[src/logic/fpu_consts.svh]
`ifndef FPU_CONSTS_SVH
`define FPU_CONSTS_SVH

// binary32 field widths
`define FP_EXP_W 8      // biased exponent
`define FP_MAN_W 23     // stored fraction, hidden bit not included
`define FP_SIG_W 24     // fraction plus hidden bit

// working mantissa layout, msb first:
//   carry | hidden bit + fraction (24) | guard | round
// the sticky bit is held in its own register next to it
`define FP_EXT_W 27

// an alignment shift past this leaves nothing but sticky
`define FP_ALIGN_MAX 26

// largest biased exponent of a normal number, 255 is inf/nan
`define FP_EXP_MAX 254

`endif

[src/logic/fpu_pkg.sv]
`include "fpu_consts.svh"

package fpu_pkg;

    // raw ieee-754 single precision word
    typedef struct packed {
        logic                 sign;
        logic [`FP_EXP_W-1:0] exp;
        logic [`FP_MAN_W-1:0] frac;
    } fp32_t;

    // operand after unpacking, hidden bit made explicit
    // all zero when the input was zero or denormal
    typedef struct packed {
        logic                 sign;
        logic [`FP_EXP_W-1:0] exp;
        logic [`FP_SIG_W-1:0] sig;
    } fp_unpacked_t;

    typedef enum logic {
        op_add = 1'b0,
        op_sub = 1'b1
    } fpu_op_e;

    // sequencer states, one pass per operation
    typedef enum logic [2:0] {
        st_idle  = 3'd0,
        st_load  = 3'd1,   // counter takes the exponent difference
        st_align = 3'd2,   // small mantissa walks right
        st_add   = 3'd3,
        st_norm  = 3'd4,   // one right shift or a run of left shifts
        st_round = 3'd5,
        st_done  = 3'd6
    } fpu_state_e;

endpackage

[src/logic/fp_operand_order.sv]
`include "fpu_consts.svh"

module fp_operand_order import fpu_pkg::*; (
    input  fp32_t        a_in,
    input  fp32_t        b_in,
    input  fpu_op_e      op,
    output fp_unpacked_t big_op,
    output fp_unpacked_t small_op,
    output logic         eff_sub,
    output logic         result_sign
);

    fp_unpacked_t ua;
    fp_unpacked_t ub;
    logic         b_sign_eff;     // sign of b as seen by the adder
    logic         swap;

    // subtraction is addition of b with its sign flipped
    assign b_sign_eff = b_in.sign ^ (op == op_sub);

    always_comb begin
        ua = '0;                   // exp 0 means zero or denormal, both flushed
        if (a_in.exp != '0) begin
            ua.sign = a_in.sign;
            ua.exp  = a_in.exp;
            ua.sig  = {1'b1, a_in.frac};
        end
    end

    always_comb begin
        ub = '0;
        if (b_in.exp != '0) begin
            ub.sign = b_sign_eff;
            ub.exp  = b_in.exp;
            ub.sig  = {1'b1, b_in.frac};
        end
    end

    // magnitude compare, exponent first then significand
    assign swap = {ub.exp, ub.sig} > {ua.exp, ua.sig};

    assign big_op   = swap ? ub : ua;
    assign small_op = swap ? ua : ub;

    // differing signs make the adder subtract
    assign eff_sub = a_in.sign ^ b_sign_eff;

    // larger magnitude wins the sign
    // equal magnitudes cancel to zero and round_pack forces +0 there
    assign result_sign = big_op.sign;

endmodule

[src/logic/fpu_ctrl.sv]
module fpu_ctrl import fpu_pkg::*; (
    input  logic clk,
    input  logic rst,
    input  logic start,
    input  logic sum_carry,
    input  logic sig_msb,
    input  logic sum_zero,
    input  logic cnt_zero,
    output logic load_en,
    output logic align_step,
    output logic add_en,
    output logic norm_step,
    output logic norm_right,
    output logic cnt_load,
    output logic cnt_sel_norm,
    output logic cnt_step,
    output logic round_en,
    output logic busy,
    output logic done
);

    fpu_state_e state;
    fpu_state_e state_nxt;

    always_ff @(posedge clk) begin
        if (rst) begin
            state <= st_idle;
        end else begin
            state <= state_nxt;
        end
    end

    always_comb begin
        state_nxt    = state;
        load_en      = 1'b0;
        align_step   = 1'b0;
        add_en       = 1'b0;
        norm_step    = 1'b0;
        norm_right   = 1'b0;
        cnt_load     = 1'b0;
        cnt_sel_norm = 1'b0;
        cnt_step     = 1'b0;
        round_en     = 1'b0;
        case (state)
            st_idle: begin
                load_en = start;           // operands captured on the start cycle itself
                if (start) begin
                    state_nxt = st_load;
                end
            end
            st_load: begin
                cnt_load  = 1'b1;          // exp_diff comes from the captured exponents
                state_nxt = st_align;
            end
            st_align: begin
                if (cnt_zero) begin
                    state_nxt = st_add;
                end else begin
                    align_step = 1'b1;
                    cnt_step   = 1'b1;
                end
            end
            st_add: begin
                add_en       = 1'b1;
                cnt_load     = 1'b1;       // reload as the left shift bound
                cnt_sel_norm = 1'b1;
                state_nxt    = st_norm;
            end
            st_norm: begin
                if (sum_zero) begin
                    state_nxt = st_round;  // nothing to normalize
                end else if (sum_carry) begin
                    norm_step  = 1'b1;     // single right shift absorbs the carry
                    norm_right = 1'b1;
                    state_nxt  = st_round;
                end else if (sig_msb || cnt_zero) begin
                    state_nxt = st_round;
                end else begin
                    norm_step = 1'b1;      // left, one bit per cycle
                    cnt_step  = 1'b1;
                end
            end
            st_round: begin
                round_en  = 1'b1;
                state_nxt = st_done;
            end
            st_done: begin
                state_nxt = st_idle;       // a start here is dropped
            end
            default: begin
                state_nxt = st_idle;
            end
        endcase
    end

    // both drop at the same edge
    assign busy = (state != st_idle);
    assign done = (state == st_done);

endmodule

[src/logic/shift_counter.sv]
`include "fpu_consts.svh"

module shift_counter (
    input  logic       clk,
    input  logic       rst,
    input  logic       cnt_load,
    input  logic       cnt_sel_norm,
    input  logic       cnt_step,
    input  logic [7:0] exp_diff,
    output logic       cnt_zero
);

    logic [4:0] cnt;        // holds 0..26
    logic [4:0] load_val;

    // align amount is saturated, shifts beyond it only feed sticky
    // normalize needs 25 at most, so the same limit bounds it too
    always_comb begin
        if (cnt_sel_norm || (exp_diff > `FP_ALIGN_MAX)) begin
            load_val = 5'(`FP_ALIGN_MAX);
        end else begin
            load_val = exp_diff[4:0];
        end
    end

    always_ff @(posedge clk) begin
        if (rst) begin
            cnt <= '0;
        end else if (cnt_load) begin
            cnt <= load_val;
        end else if (cnt_step && !cnt_zero) begin
            cnt <= cnt - 5'd1;     // never wraps below zero
        end
    end

    assign cnt_zero = (cnt == '0);

endmodule

[src/logic/mant_datapath.sv]
`include "fpu_consts.svh"

module mant_datapath import fpu_pkg::*; (
    input  logic               clk,
    input  logic               rst,
    input  logic               load_en,
    input  logic               align_step,
    input  logic               add_en,
    input  logic               norm_step,
    input  logic               norm_right,
    input  fp_unpacked_t       big_op,
    input  fp_unpacked_t       small_op,
    input  logic               eff_sub,
    input  logic               result_sign,
    output logic [7:0]         exp_diff,
    output logic               sum_carry,
    output logic               sig_msb,
    output logic               sum_zero,
    output logic [23:0]        norm_sig,
    output logic               guard,
    output logic               round,
    output logic               sticky,
    output logic               res_sign,
    output logic signed [9:0]  res_exp
);

    logic [`FP_EXT_W-1:0] acc_m;     // larger mantissa and later the sum
    logic [`FP_EXT_W-1:0] sml_m;     // smaller mantissa shifted during align
    logic [`FP_EXT_W-1:0] sticky_w;  // sticky widened for the borrow
    logic [`FP_EXP_W-1:0] sml_exp;
    logic                 sticky_r;  // or of every bit shifted out the bottom
    logic signed [9:0]    exp_w;     // working exponent that can dip below 1
    logic                 sub_r;
    logic                 sign_r;

    assign sticky_w = {{(`FP_EXT_W-1){1'b0}}, sticky_r};

    // mantissa payload
    always_ff @(posedge clk) begin
        if (load_en) begin
            acc_m   <= {1'b0, big_op.sig, 2'b00};    // carry | sig | g r
            sml_m   <= {1'b0, small_op.sig, 2'b00};
            sml_exp <= small_op.exp;
        end else if (align_step) begin
            sml_m <= sml_m >> 1;
        end else if (add_en) begin
            if (sub_r) begin
                // a set sticky means the true small value is a bit larger,
                // so borrow one and leave sticky standing for the remainder
                acc_m <= acc_m - sml_m - sticky_w;
            end else begin
                acc_m <= acc_m + sml_m;
            end
        end else if (norm_step) begin
            if (norm_right) begin
                acc_m <= acc_m >> 1;
            end else begin
                acc_m <= acc_m << 1;   // zero enters round while sticky still covers below
            end
        end
    end

    // sticky, exponent and the operation flags
    always_ff @(posedge clk) begin
        if (rst) begin
            sticky_r <= 1'b0;
            exp_w    <= '0;
            sub_r    <= 1'b0;
            sign_r   <= 1'b0;
        end else if (load_en) begin
            sticky_r <= 1'b0;
            exp_w    <= {2'b00, big_op.exp};
            sub_r    <= eff_sub;
            sign_r   <= result_sign;
        end else if (align_step) begin
            sticky_r <= sticky_r | sml_m[0];
        end else if (norm_step) begin
            if (norm_right) begin
                sticky_r <= sticky_r | acc_m[0];
                exp_w    <= exp_w + 10'sd1;
            end else begin
                exp_w <= exp_w - 10'sd1;
            end
        end
    end

    // ordering keeps the big exponent at or above the small one
    // a zero small operand needs no alignment at all
    assign exp_diff = sml_m[`FP_EXT_W-2] ? (exp_w[7:0] - sml_exp) : 8'd0;

    assign sum_carry = acc_m[`FP_EXT_W-1];
    assign sig_msb   = acc_m[`FP_EXT_W-2];     // hidden bit position
    assign sum_zero  = (acc_m == '0);

    assign norm_sig = acc_m[`FP_EXT_W-2:2];
    assign guard    = acc_m[1];
    assign round    = acc_m[0];
    assign sticky   = sticky_r;
    assign res_sign = sign_r;
    assign res_exp  = exp_w;

endmodule

[src/logic/round_pack.sv]
`include "fpu_consts.svh"

module round_pack import fpu_pkg::*; (
    input  logic              clk,
    input  logic              rst,
    input  logic              round_en,
    input  logic [23:0]       norm_sig,
    input  logic              guard,
    input  logic              round,
    input  logic              sticky,
    input  logic              res_sign,
    input  logic              sum_zero,
    input  logic signed [9:0] res_exp,
    output fp32_t             result
);

    logic                 inc;
    logic [`FP_SIG_W:0]   sig_rnd;   // one extra bit catches the carry out
    logic signed [9:0]    exp_rnd;
    fp32_t                pack_v;

    // nearest even, ties go to the even lsb
    assign inc = guard & (round | sticky | norm_sig[0]);

    assign sig_rnd = {1'b0, norm_sig} + {{`FP_SIG_W{1'b0}}, inc};

    // 1.111..1 + 1 gives 10.000..0, fraction bits already zero
    assign exp_rnd = res_exp + $signed({9'd0, sig_rnd[`FP_SIG_W]});

    always_comb begin
        pack_v = '0;                              // +0 for cancel and underflow
        if (sum_zero || (exp_rnd < 10'sd1)) begin
            pack_v = '0;
        end else if (exp_rnd > `FP_EXP_MAX) begin // exp_rnd known positive here
            pack_v.sign = res_sign;
            pack_v.exp  = '1;                     // infinity, fraction stays 0
        end else begin
            pack_v.sign = res_sign;
            pack_v.exp  = exp_rnd[`FP_EXP_W-1:0];
            pack_v.frac = sig_rnd[`FP_MAN_W-1:0];
        end
    end

    // result only moves in the round cycle
    always_ff @(posedge clk) begin
        if (rst) begin
            result <= '0;
        end else if (round_en) begin
            result <= pack_v;
        end
    end

endmodule

[src/logic/fp_addsub_top.sv]
module fp_addsub_top import fpu_pkg::*; (
    input  logic    clk,
    input  logic    rst,
    input  logic    start,
    input  fpu_op_e op,
    input  fp32_t   a_in,
    input  fp32_t   b_in,
    output fp32_t   result,
    output logic    busy,
    output logic    done
);

    fp_unpacked_t      big_op;
    fp_unpacked_t      small_op;
    logic              eff_sub;
    logic              result_sign;
    logic              load_en;
    logic              align_step;
    logic              add_en;
    logic              norm_step;
    logic              norm_right;
    logic              cnt_load;
    logic              cnt_sel_norm;
    logic              cnt_step;
    logic              round_en;
    logic              cnt_zero;
    logic [7:0]        exp_diff;
    logic              sum_carry;
    logic              sig_msb;
    logic              sum_zero;
    logic [23:0]       norm_sig;
    logic              guard;
    logic              round;
    logic              sticky;
    logic              res_sign;
    logic signed [9:0] res_exp;

    fp_operand_order u_order (
        .a_in        (a_in),
        .b_in        (b_in),
        .op          (op),
        .big_op      (big_op),
        .small_op    (small_op),
        .eff_sub     (eff_sub),
        .result_sign (result_sign)
    );

    fpu_ctrl u_ctrl (
        .clk          (clk),
        .rst          (rst),
        .start        (start),
        .sum_carry    (sum_carry),
        .sig_msb      (sig_msb),
        .sum_zero     (sum_zero),
        .cnt_zero     (cnt_zero),
        .load_en      (load_en),
        .align_step   (align_step),
        .add_en       (add_en),
        .norm_step    (norm_step),
        .norm_right   (norm_right),
        .cnt_load     (cnt_load),
        .cnt_sel_norm (cnt_sel_norm),
        .cnt_step     (cnt_step),
        .round_en     (round_en),
        .busy         (busy),
        .done         (done)
    );

    // one counter bounds both align and normalize
    shift_counter u_cnt (
        .clk          (clk),
        .rst          (rst),
        .cnt_load     (cnt_load),
        .cnt_sel_norm (cnt_sel_norm),
        .cnt_step     (cnt_step),
        .exp_diff     (exp_diff),
        .cnt_zero     (cnt_zero)
    );

    mant_datapath u_dp (
        .clk         (clk),
        .rst         (rst),
        .load_en     (load_en),
        .align_step  (align_step),
        .add_en      (add_en),
        .norm_step   (norm_step),
        .norm_right  (norm_right),
        .big_op      (big_op),
        .small_op    (small_op),
        .eff_sub     (eff_sub),
        .result_sign (result_sign),
        .exp_diff    (exp_diff),
        .sum_carry   (sum_carry),
        .sig_msb     (sig_msb),
        .sum_zero    (sum_zero),
        .norm_sig    (norm_sig),
        .guard       (guard),
        .round       (round),
        .sticky      (sticky),
        .res_sign    (res_sign),
        .res_exp     (res_exp)
    );

    round_pack u_rnd (
        .clk      (clk),
        .rst      (rst),
        .round_en (round_en),
        .norm_sig (norm_sig),
        .guard    (guard),
        .round    (round),
        .sticky   (sticky),
        .res_sign (res_sign),
        .sum_zero (sum_zero),
        .res_exp  (res_exp),
        .result   (result)
    );

endmodule

[config.mk]
export PLATFORM = sky130hd
export DESIGN_NAME = fp_addsub_top
export DESIGN_NICKNAME = d
export VERILOG_FILES = /design/src/logic/fpu_pkg.sv /design/src/logic/fp_operand_order.sv /design/src/logic/fpu_ctrl.sv /design/src/logic/shift_counter.sv /design/src/logic/mant_datapath.sv /design/src/logic/round_pack.sv /design/src/logic/fp_addsub_top.sv
export VERILOG_INCLUDE_DIRS = /design/src /design/src/logic
export SDC_FILE = /design/constraint.sdc
export NUM_CORES = 1
export LEC_CHECK = 0
export BUFFER_PORTS_ARGS = -buffer_cell sky130_fd_sc_hd__buf_2
export CORE_UTILIZATION = 55
export CTS_CLUSTER_DIAMETER = 60
export DETAILED_ROUTE_END_ITERATION = 10
export GPL_TIMING_DRIVEN = 1
export PLACE_DENSITY = 0.86
export SLEW_MARGIN = 10
export SYNTH_ARGS = -nofsm -noshare
export SYNTH_HDL_FRONTEND = slang
export SYNTH_SLANG_ARGS = --single-unit
[constraint.sdc]
create_clock -name clk -period 8.1 [get_ports clk]
set_input_delay 0.405 -clock clk [delete_from_list [all_inputs] [get_ports clk]]
set_output_delay 0.405 -clock clk [all_outputs]
set_load 0.01 [all_outputs]
Yosys cells after proc, flatten, opt, wreduce, memory -nomap -nowiden
Cells that the tools add are included.
W data, S select, Z words.
{"block": "word_totals", "regBits": 114, "latchBits": 0, "mem_bits_rw": 0, "romBits": 0, "input_bits": 68, "output_inout_bits": 34, "memories": 0}
{"block": "classes", "n_addsub": 9, "n_mul": 0, "n_div": 0, "magnitude_cmp": 4, "eq_ne": 10, "shift": 0, "muxes": 48, "n_bitwise": 7, "reduce_logical": 26}
{"op": "$mux W27", "n": 4}
{"op": "$mux W26", "n": 4}
{"op": "$mux W33", "n": 3}
{"op": "$mux W32", "n": 2}
{"op": "$mux W8", "n": 5}
{"op": "$gt A32 B32 Y1", "n": 1}
{"op": "$add A27 B26 Y27", "n": 1}
{"op": "$logic_not A27 Y1", "n": 1}
{"op": "$sub A27 B1 Y27", "n": 1}
{"op": "$sub A27 B26 Y27", "n": 1}
{"op": "$add A24 B1 Y25", "n": 1}
{"op": "$mux W23", "n": 1}
{"op": "$mux W1", "n": 18}
{"op": "$pmux W3 S6", "n": 1}
{"op": "$reduce_bool A8 Y1", "n": 2}
{"op": "$mux W3", "n": 5}
{"op": "$mux W5", "n": 3}
{"op": "$reduce_bool A2 Y1", "n": 6}
{"op": "$add A10 B2 Y10", "n": 1}
{"op": "$add A10 B2 Y10 const B", "n": 1}
{"op": "$gt A10 B9 Y1 const B", "n": 1}
{"op": "$lt A10 B2 Y1 const B", "n": 1}
{"op": "$mux W10", "n": 1}
{"op": "$reduce_and A2 Y1", "n": 5}
{"op": "other kinds (23)", "n": 34}

Logic depth before layout (Yosys ltp)
Gate-level depths: netlist (run 1).
{"block": "depth", "ltp_word": 10, "ltp_mapped": 20, "depth_no_buf": 19}

Modules after synthesis
Synthesis (run 1) repeated with hierarchy kept, for this count alone.
{"block": "unflattened", "cells_unflattened": 1466, "area_unflattened_um2": 12074.1}
{"module": "mant_datapath", "instances": 1, "cells_per_inst": 890, "area_each_um2": 7507.2, "seq_area_each_um2": 2042.0}
{"module": "round_pack", "instances": 1, "cells_per_inst": 248, "area_each_um2": 2059.5, "seq_area_each_um2": 640.6}
{"module": "fp_operand_order", "instances": 1, "cells_per_inst": 255, "area_each_um2": 1909.3, "seq_area_each_um2": 0.0}
{"module": "shift_counter", "instances": 1, "cells_per_inst": 42, "area_each_um2": 349.1, "seq_area_each_um2": 100.1}
{"module": "fpu_ctrl", "instances": 1, "cells_per_inst": 31, "area_each_um2": 249.0, "seq_area_each_um2": 60.1}

Worst setup path after synthesis (run 1)
No wires, ideal clock.
{"block": "synth_path", "path_type": "flip-flop to flip-flop", "start": "reg u_dp.acc_m[1]", "end": "reg, netlist name u_rnd.result[14]", "arrival_time_ns": 4.110, "path_slack_ns": 3.920, "stages_incl_launch_ff": 21, "n_path_buf": 3, "synth_period_minus_slack_ns": 4.180, "path_cell_list": "dfxtp_1 -> clkbuf_1 -> inv_1 -> nor2_1 -> ha_1 -> and3_1 -> nand3_1 -> nor2_1 -> and3_1 -> nand3_1 -> nor4_1 -> ha_1 -> clkbuf_1 -> nand3_1 -> xor2_1 -> and4b_1 -> nand4_1 -> nand3_1 -> or4_1 -> clkbuf_1 -> o21ai_1"}
{"block": "synth_between", "elab_chain_cells": 6, "word_cells_on_any_way": 9}
{"element": "start: declaration", "line_no": "mant_datapath.sv:27", "text": "logic [`FP_EXT_W-1:0] acc_m;"}
{"element": "start signal: assignment", "line_no": "mant_datapath.sv:41", "text": "acc_m <= {1'b0, big_op.sig, 2'b00};"}
{"element": "start signal: assignment", "line_no": "mant_datapath.sv:50", "text": "acc_m <= acc_m - sml_m - sticky_w;"}
{"element": "start signal: assignment", "line_no": "mant_datapath.sv:52", "text": "acc_m <= acc_m + sml_m;"}
{"element": "$and A1 B1 Y1", "line_no": "round_pack.sv:23", "text": "assign inc = guard & (round | sticky | norm_sig[0]);"}
{"element": "$add A24 B1 Y25", "line_no": "round_pack.sv:25", "text": "assign sig_rnd = {1'b0, norm_sig} + {{`FP_SIG_W{1'b0}}, inc};"}
{"element": "$add A10 B2 Y10", "line_no": "round_pack.sv:28", "text": "assign exp_rnd = res_exp + $signed({9'd0, sig_rnd[`FP_SIG_W]});"}
{"element": "$gt A10 B9 Y1 (no source line) / $lt A10 B2 Y1 (equally long branches)"}
{"element": "$mux W23 / $logic_or A1 B1 Y1 (equally long branches)", "line_no": "round_pack.sv:34, round_pack.sv:32"}
{"element": "$mux W32 (*)", "line_no": "round_pack.sv:32", "text": "if (sum_zero || (exp_rnd < 10'sd1)) begin"}
Every way passes the cells marked *; elsewhere a longest branch is shown, timed or not.
A chain may end at the register's enable or synchronous reset.

Worst setup path after layout (run 1)
{"block": "layout_path", "start": "in b_in[28] (netlist bit)", "end": "reg u_dp.acc_m[14] (data pin)"}
{"block": "layout_between", "elab_chain_cells": 5}
{"element": "start: declaration", "line_no": "fp_addsub_top.sv:7", "text": "input fp32_t b_in,"}
{"element": "$reduce_bool A8 Y1", "line_no": "fp_operand_order.sv:32", "text": "if (b_in.exp != '0) begin"}
{"element": "$mux W33 (*)", "line_no": "fp_operand_order.sv:32"}
{"element": "$gt A32 B32 Y1", "line_no": "fp_operand_order.sv:40", "text": "assign swap = {ub.exp, ub.sig} > {ua.exp, ua.sig};"}
{"element": "$mux W33 (*)", "line_no": "fp_operand_order.sv:42", "text": "assign big_op = swap ? ub : ua;"}
{"element": "$mux W26 (*)", "line_no": "mant_datapath.sv:40", "text": "if (load_en) begin"}
Marks and branches as above.

==> results.toml, run 1 <==
[run_status]
status = "finished clean"

[power]
ir_drop_uv = 212.2
p_leak_uw = 0.005571
power_density_mw_per_mm2 = 340.8
p_total_uw = 4257

[yosys]
postSynthAreaPerCell_um2 = 7.731
syn_area_mm2 = 0.01123
yosysSeqAreaShare_pct = 25.32
synth_top_area_share_pct = 14.98
ys.flop_type = "dfxtp_1"
synth_edf_count = 56
synthCells = 1452
yosys-top-cells-area = "edfxtp_1 15%, ha_1 14%, dfxtp_1 10%"
synth_top_area_cell = "edfxtp_1"
synthArstFlopShare_pct = 0
synth_cell_types = 78
synth_common_cells = "192 x nand2_1, 140 x inv_1, 128 x ha_1"
synth.net_count = 1653
ys_ff_latch = 114
ys_warn_count = 0
yosysMostFrequentCell = "nand2_1"

[global_route]
grt_max_degree = 115
grt_pass1_vias = 10020
grt_first_pass_wirelength_um = 52660
grt_antenna_before_repair = 0
grt_overflow = 0
grt.total_usage_pct = 32.88

[clock_tree]
clockBufferDepth = 2
cts_setup_buffers = 0
postCtsHoldBufs = 0
cts_tree = "built"
ctsResizeCount = 0
htreeDepth = 4
cts.sinks = 114
cts_made_buffers = 17
cts.clk_slew.worst_paths_ns = 0.06
clock_latency_ns = 0.42
cts-root-buf = "clkbuf_16"

[finish]
ff_latch_area_mm2 = 0.002843
fillers = 1696
multiInputGateArea_mm2 = 0.007576
layout.nets = 1713
area_delta_synth_final_pct = 11.27
drive_gt1_share_pct = 10.89
antennaDiodeCount = 0

[route]
avgRoutedWirePerCell_um = 18.80
drt_iter0_markers = 1227
vias = 11120
drtPass1Iterations = 8
via_per_inst = 6.211
final_antenna_net_count = 0
route.detailed.drc = 0
finalWirelength_um = 33640

[floorplanning]
die_x_um = 144.9
fp.dieH_um = 144.9
start_util_pct = 56.93
core_area_mm2 = 0.01972
ios = 102
row_count = 51
die_area_mm2 = 0.02099

[placement]
hpwlAfterDp_um = 25280
port_buffers = 101
globalplace.congestion = 1.016

[critical_path]
ff2ff_setup_slack_ns = 3.15
cp.required_ns = 8.25
ff2ff_path_depth = 18
arrival_ns = 5.11
crit_path_max_fanout = 114
critical_path_class = "in -> reg"
critPathLaunchType = "input port"
crit_path_end_kind = "flop"
r2r-start = "u_dp.acc_m[1]$_SDFFE_PP0P_"
r2r-end = "u_rnd.result[2]$_SDFFE_PP0P_"

[timing]
finalCriticalPeriod_ns = 4.965
hold_violations = 0
relSlewSlack_pct = 30.78
rsz0062_at_grt = "false"
setup_tns_ns = 0
max_freq_ghz = 0.2014
fin_worst_skew_ns = 0.01039
timing.final.crit_share_pct = 61.29
drv_slew = 0
worst_pin_slew_ns = 1.038
setup-violations-final = 0

[run]
drv_cap = 0

[hold_path]
hp-start = "start"
holdPathStages = 3
whs_endpoint = "u_ctrl.state[0]$_SDFFE_PP0P_"
hold_path_class = "in -> reg"
==> critical path, stage by stage <==
cell and delay [ns]:
buf_2 0.12, nor4_1 0.43, nand2_1 0.65, nand2_1 0.28
inv_1 0.09, ha_1 0.33, nor2b_1 0.14, o21a_1 0.16
o211ai_1 0.16, a31oi_1 0.12, or3_1 0.42, a31oi_4 0.21
buf_4 0.83, mux2i_1 0.20, a221oi_1 0.39, o31ai_1 0.13
==> cell usage in the layout, fill, tap and decap left out, types with 17 or more instances in the layout <==
master / n
xor2_1: 25
a22o_1: 23
nand3_1: 28
xnor2_1: 56
edfxtp_1: 56
dfxtp_1: 58
a21oi_1: 89
ha_1: 128
clkbuf_16: 17
inv_1: 139
o21ai_0: 63
nand4_1: 17
buf_2: 101
o211ai_1: 19
o21ai_1: 50
nor3_1: 38
a211oi_1: 29
a31oi_1: 27
nor2_1: 103
mux2i_1: 27
nor4_1: 18
nand2_1: 192
==> logic make-up after synthesis <==
family | after synthesis | synth area share, %
xor+xnor | 81 | 6.320
compound gates | 415 | 24.26
fa+ha+maj | 133 | 15.16
mux | 30 | 2.708
buf+inv | 215 | 7.289
simple gates | 464 | 18.94
flops | 114 | 25.32
==> layout make-up <==
cell class                      count  area share (%)
Inverter                          146           4.387
Timing Repair Buffer              110           4.588
Tap cell                          265           2.655
Clock buffer                       17           3.406
Sequential cell                   114           22.76
Multi-Input combinational cell   1123           60.65
Clock inverter                     15           1.553
==> registers in the layout, summed over array words and instances (netlist names) <==
signal	flops
u_dp.sub_r	1
u_rnd.result	32
u_dp.acc_m	27
u_dp.sticky	1
u_dp.sml_m	26
u_cnt.cnt	5
u_dp.sml_exp	8
u_dp.res_exp	10
u_dp.res_sign	1
u_ctrl.state	3
==> power by group <==
part,switching (µW),total [µW],internal (µW)
Sequential,210,971,761
Combinational,1510,2480,968
Clock,311,804,493
==> stage by stage <==
stage	util [%]	area (µm²)	hold WS, ns	setup slack, ns	instances
2_1_floorplan	-	11230	0.4450	3.920	1452
4_1_cts	63.35	12490	0.2558	3.142	1790
6_report	63.35	12490	0.2616	3.135	1790
5_1_grt	63.35	12490	0.2872	2.615	1790
3_5_place_dp	60.21	11870	0.4355	2.764	1758
3_3_place_gp	60.21	11870	0.4325	3.006	1758
==> worst max-delay path by stage <==
stage,startpoint,to
floorplan,u_dp.acc_m[1]$_SDFFE_PP0P_,u_rnd.result[14]$_SDFFE_PP0P_
global placement,b_in[28],u_dp.acc_m[23]$_DFFE_PP_
detailed placement,b_in[28],u_dp.acc_m[14]$_DFFE_PP_
CTS,u_dp.acc_m[1]$_SDFFE_PP0P_,u_rnd.result[2]$_SDFFE_PP0P_
global route,u_dp.acc_m[1]$_SDFFE_PP0P_,u_rnd.result[2]$_SDFFE_PP0P_
finish,b_in[28],u_dp.acc_m[14]$_DFFE_PP_
==> metal layers <==
metal  up-vias  routed length, µm  global-route usage, %
li1       5321                  -                      -
met4         0                513                  8.144
met5         -                  0                      0
met1      5148              15080                  48.34
met3        50               4012                  7.963
met2       598              14040                  47.62
(Power assumes the default switching activity.)
==> run 2: changes to the inputs <==
--- a/config.mk
+++ b/config.mk
@@ -11,7 +11,7 @@
 export CTS_CLUSTER_DIAMETER = 60
 export DETAILED_ROUTE_END_ITERATION = 10
 export GPL_TIMING_DRIVEN = 1
-export PLACE_DENSITY = 0.86
+export PLACE_DENSITY = 0.89
 export SLEW_MARGIN = 10
 export SYNTH_ARGS = -nofsm -noshare
 export SYNTH_HDL_FRONTEND = slang
==> constraint.sdc (replaced) <==
create_clock -name clk -period 4.21 [get_ports clk]
set_input_delay 0.2105 -clock clk [delete_from_list [all_inputs] [get_ports clk]]
set_output_delay 0.2105 -clock clk [all_outputs]
set_load 0.01 [all_outputs]
==> results.toml, run 2 (synthesis gave the netlist of run 1 again) <==
[timing]
setup_tns_ns = 0
hold_violations = 0
rsz0062_at_grt = "false"
finalCriticalPeriod_ns = 3.974
drv_slew = 0
relSlewSlack_pct = 38.65
timing.final.crit_share_pct = 94.39
timing.hold.ws_ns = 0.05571
worst_pin_slew_ns = 0.8970
setup-violations-final = 0
max_freq_ghz = 0.2517
fin_worst_skew_ns = 0.009079
fin_ws_ns = 0.2364

[critical_path]
cp.required_ns = 4.38
crit_path_end_kind = "flop"
arrival_ns = 4.15
crit_chain = "buf_4 -> inv_1 -> ha_1 -> inv_1 -> ha_1 -> nand2_1 -> a31oi_1 -> o21ai_1 -> o21a_1 -> o211ai_1 -> a31o_1 -> a21o_1 -> a211oi_1 -> or4b_1"
path_buf_inv = 3
crit_path_max_fanout = 5
crit_slowest_cell = "or4b_1"
critical_path_class = "reg -> reg"
slowest_delay_ns = 0.50
cp_top_family = "compound AO/OA/AOI/OAI gates"
critPathLaunchType = "flop"

[floorplanning]
row_count = 51
die_x_um = 144.9
start_util_pct = 56.93
core_area_mm2 = 0.01972
ios = 102
fp.dieH_um = 144.9
die_area_mm2 = 0.02099

[clock_tree]
clockBufferDepth = 2
postCtsHoldBufs = 0
cts.clk_slew.worst_paths_ns = 0.06
cts_tree = "built"
cts.sinks = 114
cts_made_buffers = 17
cts-root-buf = "clkbuf_16"
cts_setup_buffers = 0
htreeDepth = 4
clock_latency_ns = 0.43

[global_route]
grt_first_pass_wirelength_um = 54610
grt_overflow = 0
grt_max_degree = 115
grt_antenna_before_repair = 0
grt.total_usage_pct = 34.04
grt_pass1_vias = 10560

[route]
via_per_inst = 6.218
drt_iter0_markers = 1224
highest_layer = "met4"
dr_wl_met2_um = 14250
vias = 11360
route.met3.wl_um = 4530
final_antenna_net_count = 0
drtPass1Iterations = 6
wl_met1_um = 14640
finalWirelength_um = 34520
route.detailed.drc = 0
avgRoutedWirePerCell_um = 18.89

[placement]
pre_cts_ws_ns = 0.03027
globalplace.congestion = 1.003
hpwlAfterDp_um = 26380
port_buffers = 101

[finish]
reg_top3 = "u_rnd.result: 32 flops, u_dp.acc_m: 27 flops, u_dp.sml_m: 26 flops"
fillers = 1642
largest_register_ffs = 32
layout.nets = 1750
antennaDiodeCount = 0
final_common_cell = "nand2_1"
area_delta_synth_final_pct = 14.32
largest-register = "u_rnd.result"
post-route-util_pct = 65.09
most-common-layout-cells = "192 x nand2_1, 139 x inv_1, 126 x ha_1"
drive_gt1_share_pct = 13.51

[power]
power_density_mw_per_mm2 = 645.4
p_sw_share_pct = 47.64
p_seq_share_pct = 21.1
intPower_uw = 4337
p_sw_uw = 3946
p_leak_uw = 0.005763
ir_drop_uv = 401.0
power_frac_clock_pct = 18.3
pwr-share-comb_pct = 60.7

[run_status]
status = "finished clean"

[hold_path]
hold_path_class = "in -> reg"

[run]
drv_cap = 0
run 2: cell count changes in the layout (fill, tap and decap cells not counted), sizes merged:
cell      before  now
clkinvlp       3    0
clkinv         2    7
buf          110  147
bufinv         3    1
clkbuf        17   19
inv          153  151
run 2: per-layer routing:
layer	vias to the layer above	global-route usage (%)
li1	5388	-
met2	674	50.46
met4	0	12.80
met3	100	9.082
met1	5199	46.98
met5	-	0
run 2: power by group through the flow:
| stage | clock network (µW) | registers, µW | logic [µW] |
|---|---|---|---|
| final | 1510 | 1750 | 5030 |
| after global routing | 1550 | 1760 | 5480 |
| after CTS | 1510 | 1720 | 4870 |
| after detailed placement | 0 | 1740 | 4810 |
| after global placement | 0 | 1730 | 4740 |
| after floorplan | 0 | 1650 | 3600 |
run 2: final timing paths:
kind                                        end                           from  slack (ns)  depth (start not counted)
setup reg to reg       u_dp.acc_m[25]$_DFFE_PP_        u_dp.acc_m[4]$_DFFE_PP_        0.24                         14
hold reg to reg   u_rnd.result[20]$_SDFFE_PP0P_  u_rnd.result[20]$_SDFFE_PP0P_        0.44                          2
hold / removal     u_ctrl.state[0]$_SDFFE_PP0P_                          start        0.06                          3
setup / recovery       u_dp.acc_m[25]$_DFFE_PP_        u_dp.acc_m[4]$_DFFE_PP_        0.24                         14
run 2: layout make-up:
type                    instances  area [µm²]  share of cell area (%)
multi-input cells            1123        7616                   59.34
flip-flops and latches        114        2843                   22.15
repair buffers                147       879.6                   6.854
clock inverters                13       140.1                   1.092
inverters                     146       548.0                   4.270
clock buffers                  19       475.5                   3.705
well taps                     265       331.6                   2.584
run 2: stage by stage:
stage | std cells | instance area (µm²) | total power (µW)
5_1_grt | 1827 | 12830 | 8791
4_1_cts | 1827 | 12800 | 8101
2_1_floorplan | 1452 | 11230 | 5254
3_3_place_gp | 1795 | 12170 | 6470
3_5_place_dp | 1795 | 12170 | 6549
6_report | 1827 | 12830 | 8283
run 2: worst reg2reg max path: stages (launching register included):
cell      delay [ns]
edfxtp_1        0.49
buf_4           0.18
inv_1           0.06
ha_1            0.33
inv_1           0.08
ha_1            0.37
nand2_1         0.08
a31oi_1         0.34
o21ai_1         0.23
o21a_1          0.24
o211ai_1        0.29
a31o_1          0.22
a21o_1          0.21
a211oi_1        0.10
or4b_1          0.50
run 2: timing repair:
| item | in CTS | in global routing |
|---|---|---|
| gates resized for setup | 2 | 9 |
| endpoints found under the setup margin | 7 | 30 |
| pin swaps | 0 | 1 |
==> run 3: changes to the inputs <==
==> constraint.sdc (replaced) <==
create_clock -name clk -period 3.3 [get_ports clk]
set_input_delay 0.165 -clock clk [delete_from_list [all_inputs] [get_ports clk]]
set_output_delay 0.165 -clock clk [all_outputs]
set_load 0.01 [all_outputs]
==> results.toml, run 3 (synthesis gave the netlist of run 1 again) <==
[route]
via_per_inst = 6.568
drt_iter0_markers = 1922
drtPass1Iterations = 9
vias = 13940
route.detailed.drc = 0
final_antenna_net_count = 0
avgRoutedWirePerCell_um = 23.08
finalWirelength_um = 48980

[placement]
dp.cells = 2043
port_buffers = 101
hpwlAfterDp_um = 30430
globalplace.congestion = 1.044

[critical_path]
path_buf_inv = 1
arrival_ns = 3.97
r2r-end = "u_rnd.result[15]$_SDFFE_PP0P_"
ff2ff_path_depth = 18
crit_slowest_cell = "or4_4"
cp_top_family = "simple AND/OR/NAND/NOR gates"
crit_path_frequent_cell = "nand3_4"
ff2ff_setup_slack_ns = -0.31
critPathLaunchType = "flop"
cp.required_ns = 3.66
slowest_delay_ns = 0.51
crit_path_max_fanout = 6
critical_path_class = "reg -> reg"
r2r-start = "u_dp.acc_m[2]$_DFFE_PP_"
crit_path_end_kind = "flop"
crit_chain = "inv_2 -> nor2_4 -> ha_2 -> and3_4 -> nand3_4 -> nor2_4 -> and3_4 -> nand3_4 -> nor4_4 -> ha_2 -> nor3_2 -> o211ai_1 -> o41ai_2 -> and4b_1 -> nand4_1 -> nand3_4 -> or4_4 -> o21ai_1"

[floorplanning]
fp.dieH_um = 144.9
start_util_pct = 56.93
core_area_mm2 = 0.01972
row_count = 51
die_area_mm2 = 0.02099
ios = 102
die_x_um = 144.9

[finish]
reg_top3 = "u_rnd.result: 32 flops, u_dp.acc_m: 27 flops, u_dp.sml_m: 26 flops"
post-route-util_pct = 82.95
area_delta_synth_final_pct = 45.70
drive_gt1_share_pct = 36.03
layout.nets = 2045
most-common-layout-cells = "313 x buf_4, 177 x nand2_1, 119 x inv_1"
final_cell_count_no_fill = 2122
largest-register = "u_rnd.result"
antennaDiodeCount = 0
final_common_cell = "buf_4"
largest_register_ffs = 32

[clock_tree]
clockBufferDepth = 2
postCtsHoldBufs = 0
cts.sinks = 114
cts_made_buffers = 17
cts-root-buf = "clkbuf_16"
clock_latency_ns = 0.44
cts.clk_slew.worst_paths_ns = 0.06
htreeDepth = 4
cts_tree = "built"

[timing]
max_freq_ghz = 0.2770
rsz0062_at_grt = "true"
relSlewSlack_pct = 38.47
hold_violations = 0
drv_slew = 0
timing.final.crit_share_pct = 109.4
setup_tns_ns = -10.53
finalCriticalPeriod_ns = 3.610
fin_worst_skew_ns = 0.01552
timing.hold.ws_ns = 0.07263
worst_pin_slew_ns = 0.8997
fin_ws_ns = -0.3103
setup-violations-final = 66

[global_route]
grt_pass1_vias = 12240
grt.total_usage_pct = 40.81
grt_max_degree = 65
grt_first_pass_wirelength_um = 64770
grt_overflow = 0
grt_antenna_before_repair = 0

[power]
ir_drop_uv = 380.5
p_leak_uw = 0.007416
power_density_mw_per_mm2 = 824.4

[run]
drv_cap = 0

[hold_path]
holdPathStages = 3
hold_path_class = "in -> reg"
hp-start = "start"
whs_endpoint = "u_ctrl.state[0]$_SDFFE_PP0P_"

[run_status]
status = "finished, violations left"
violations = "negative setup slack"
run 3: changes by cell type in the layout (fill, tap and decap cells not counted), moves of 10 or more:
| cell | change |
|---|---|
| a211oi_1 | -12 |
| nand2_1 | -15 |
| ha_1 | -31 |
| o21ai_2 | +12 |
| a211oi_2 | +10 |
| inv_1 | -20 |
| ha_4 | +27 |
| inv_2 | +15 |
| buf_6 | +14 |
| o21ai_0 | -10 |
| buf_4 | +270 |
run 3: stage by stage:
step | cell area [µm²] | total power [µW] | setup slack [ns]
global route | 16360 | 14010 | -0.4272
detailed placement | 14380 | 9800 | -0.6222
floorplan | 11680 | 6935 | -0.1841
CTS | 15310 | 11930 | -0.2037
finish | 16360 | 13480 | -0.3103
global placement | 14380 | 9601 | -0.4413
run 3: worst max path at each step:
stage	start	end	cells after the start
6_report	u_dp.acc_m[2]$_DFFE_PP_	u_rnd.result[15]$_SDFFE_PP0P_	18
5_1_grt	u_dp.acc_m[2]$_DFFE_PP_	u_rnd.result[15]$_SDFFE_PP0P_	18
4_1_cts	u_dp.acc_m[3]$_DFFE_PP_	u_rnd.result[8]$_SDFFE_PP0P_	16
3_5_place_dp	b_in[29]	u_dp.acc_m[23]$_DFFE_PP_	17
3_3_place_gp	b_in[29]	u_dp.acc_m[23]$_DFFE_PP_	17
2_1_floorplan	u_dp.acc_m[1]$_SDFFE_PP0P_	u_rnd.result[5]$_SDFFE_PP0P_	20
run 3: layout make-up:
type	instances	area, µm²
inverters	146	560.5
fillers	1086	3362
well taps	265	331.6
flip-flops and latches	114	2849
clock inverters	11	75.07
clock buffers	21	493.0
multi-input cells	1127	8800
repair buffers	438	3247
run 3: repair_timing:
item	4_1_cts	5_1_grt
pin swaps	16	76
gates resized for setup	49	154
endpoints found under the setup margin	68	70
gates cloned	5	4
setup buffers	8	34
run 3: tightest hold or removal path, stage by stage:
cell	delay, ns
buf_2	0.09
o21ai_0	0.12
nor2_1	0.09
run 3: report_power, final:
group / internal, µW / leakage [µW] / switching (µW) / total, µW
combinational: 4270 / 0.00611 / 5180 / 9450
sequential: 1860 / 0.00102 / 343 / 2210
clock: 1070 / 0.000284 / 760 / 1830
total: 7200 / 0.00742 / 6280 / 13500
run 3: layer usage:
| layer | vias up | global-route usage [%] | wire length, µm |
|---|---|---|---|
| met1 | 6355 | 53.00 | 17570 |
| met3 | 335 | 10.56 | 6693 |
| met4 | 0 | 15.46 | 3216 |
| li1 | 5996 | - | - |
| met5 | - | 0 | 0 |
| met2 | 1251 | 64.78 | 21500 |
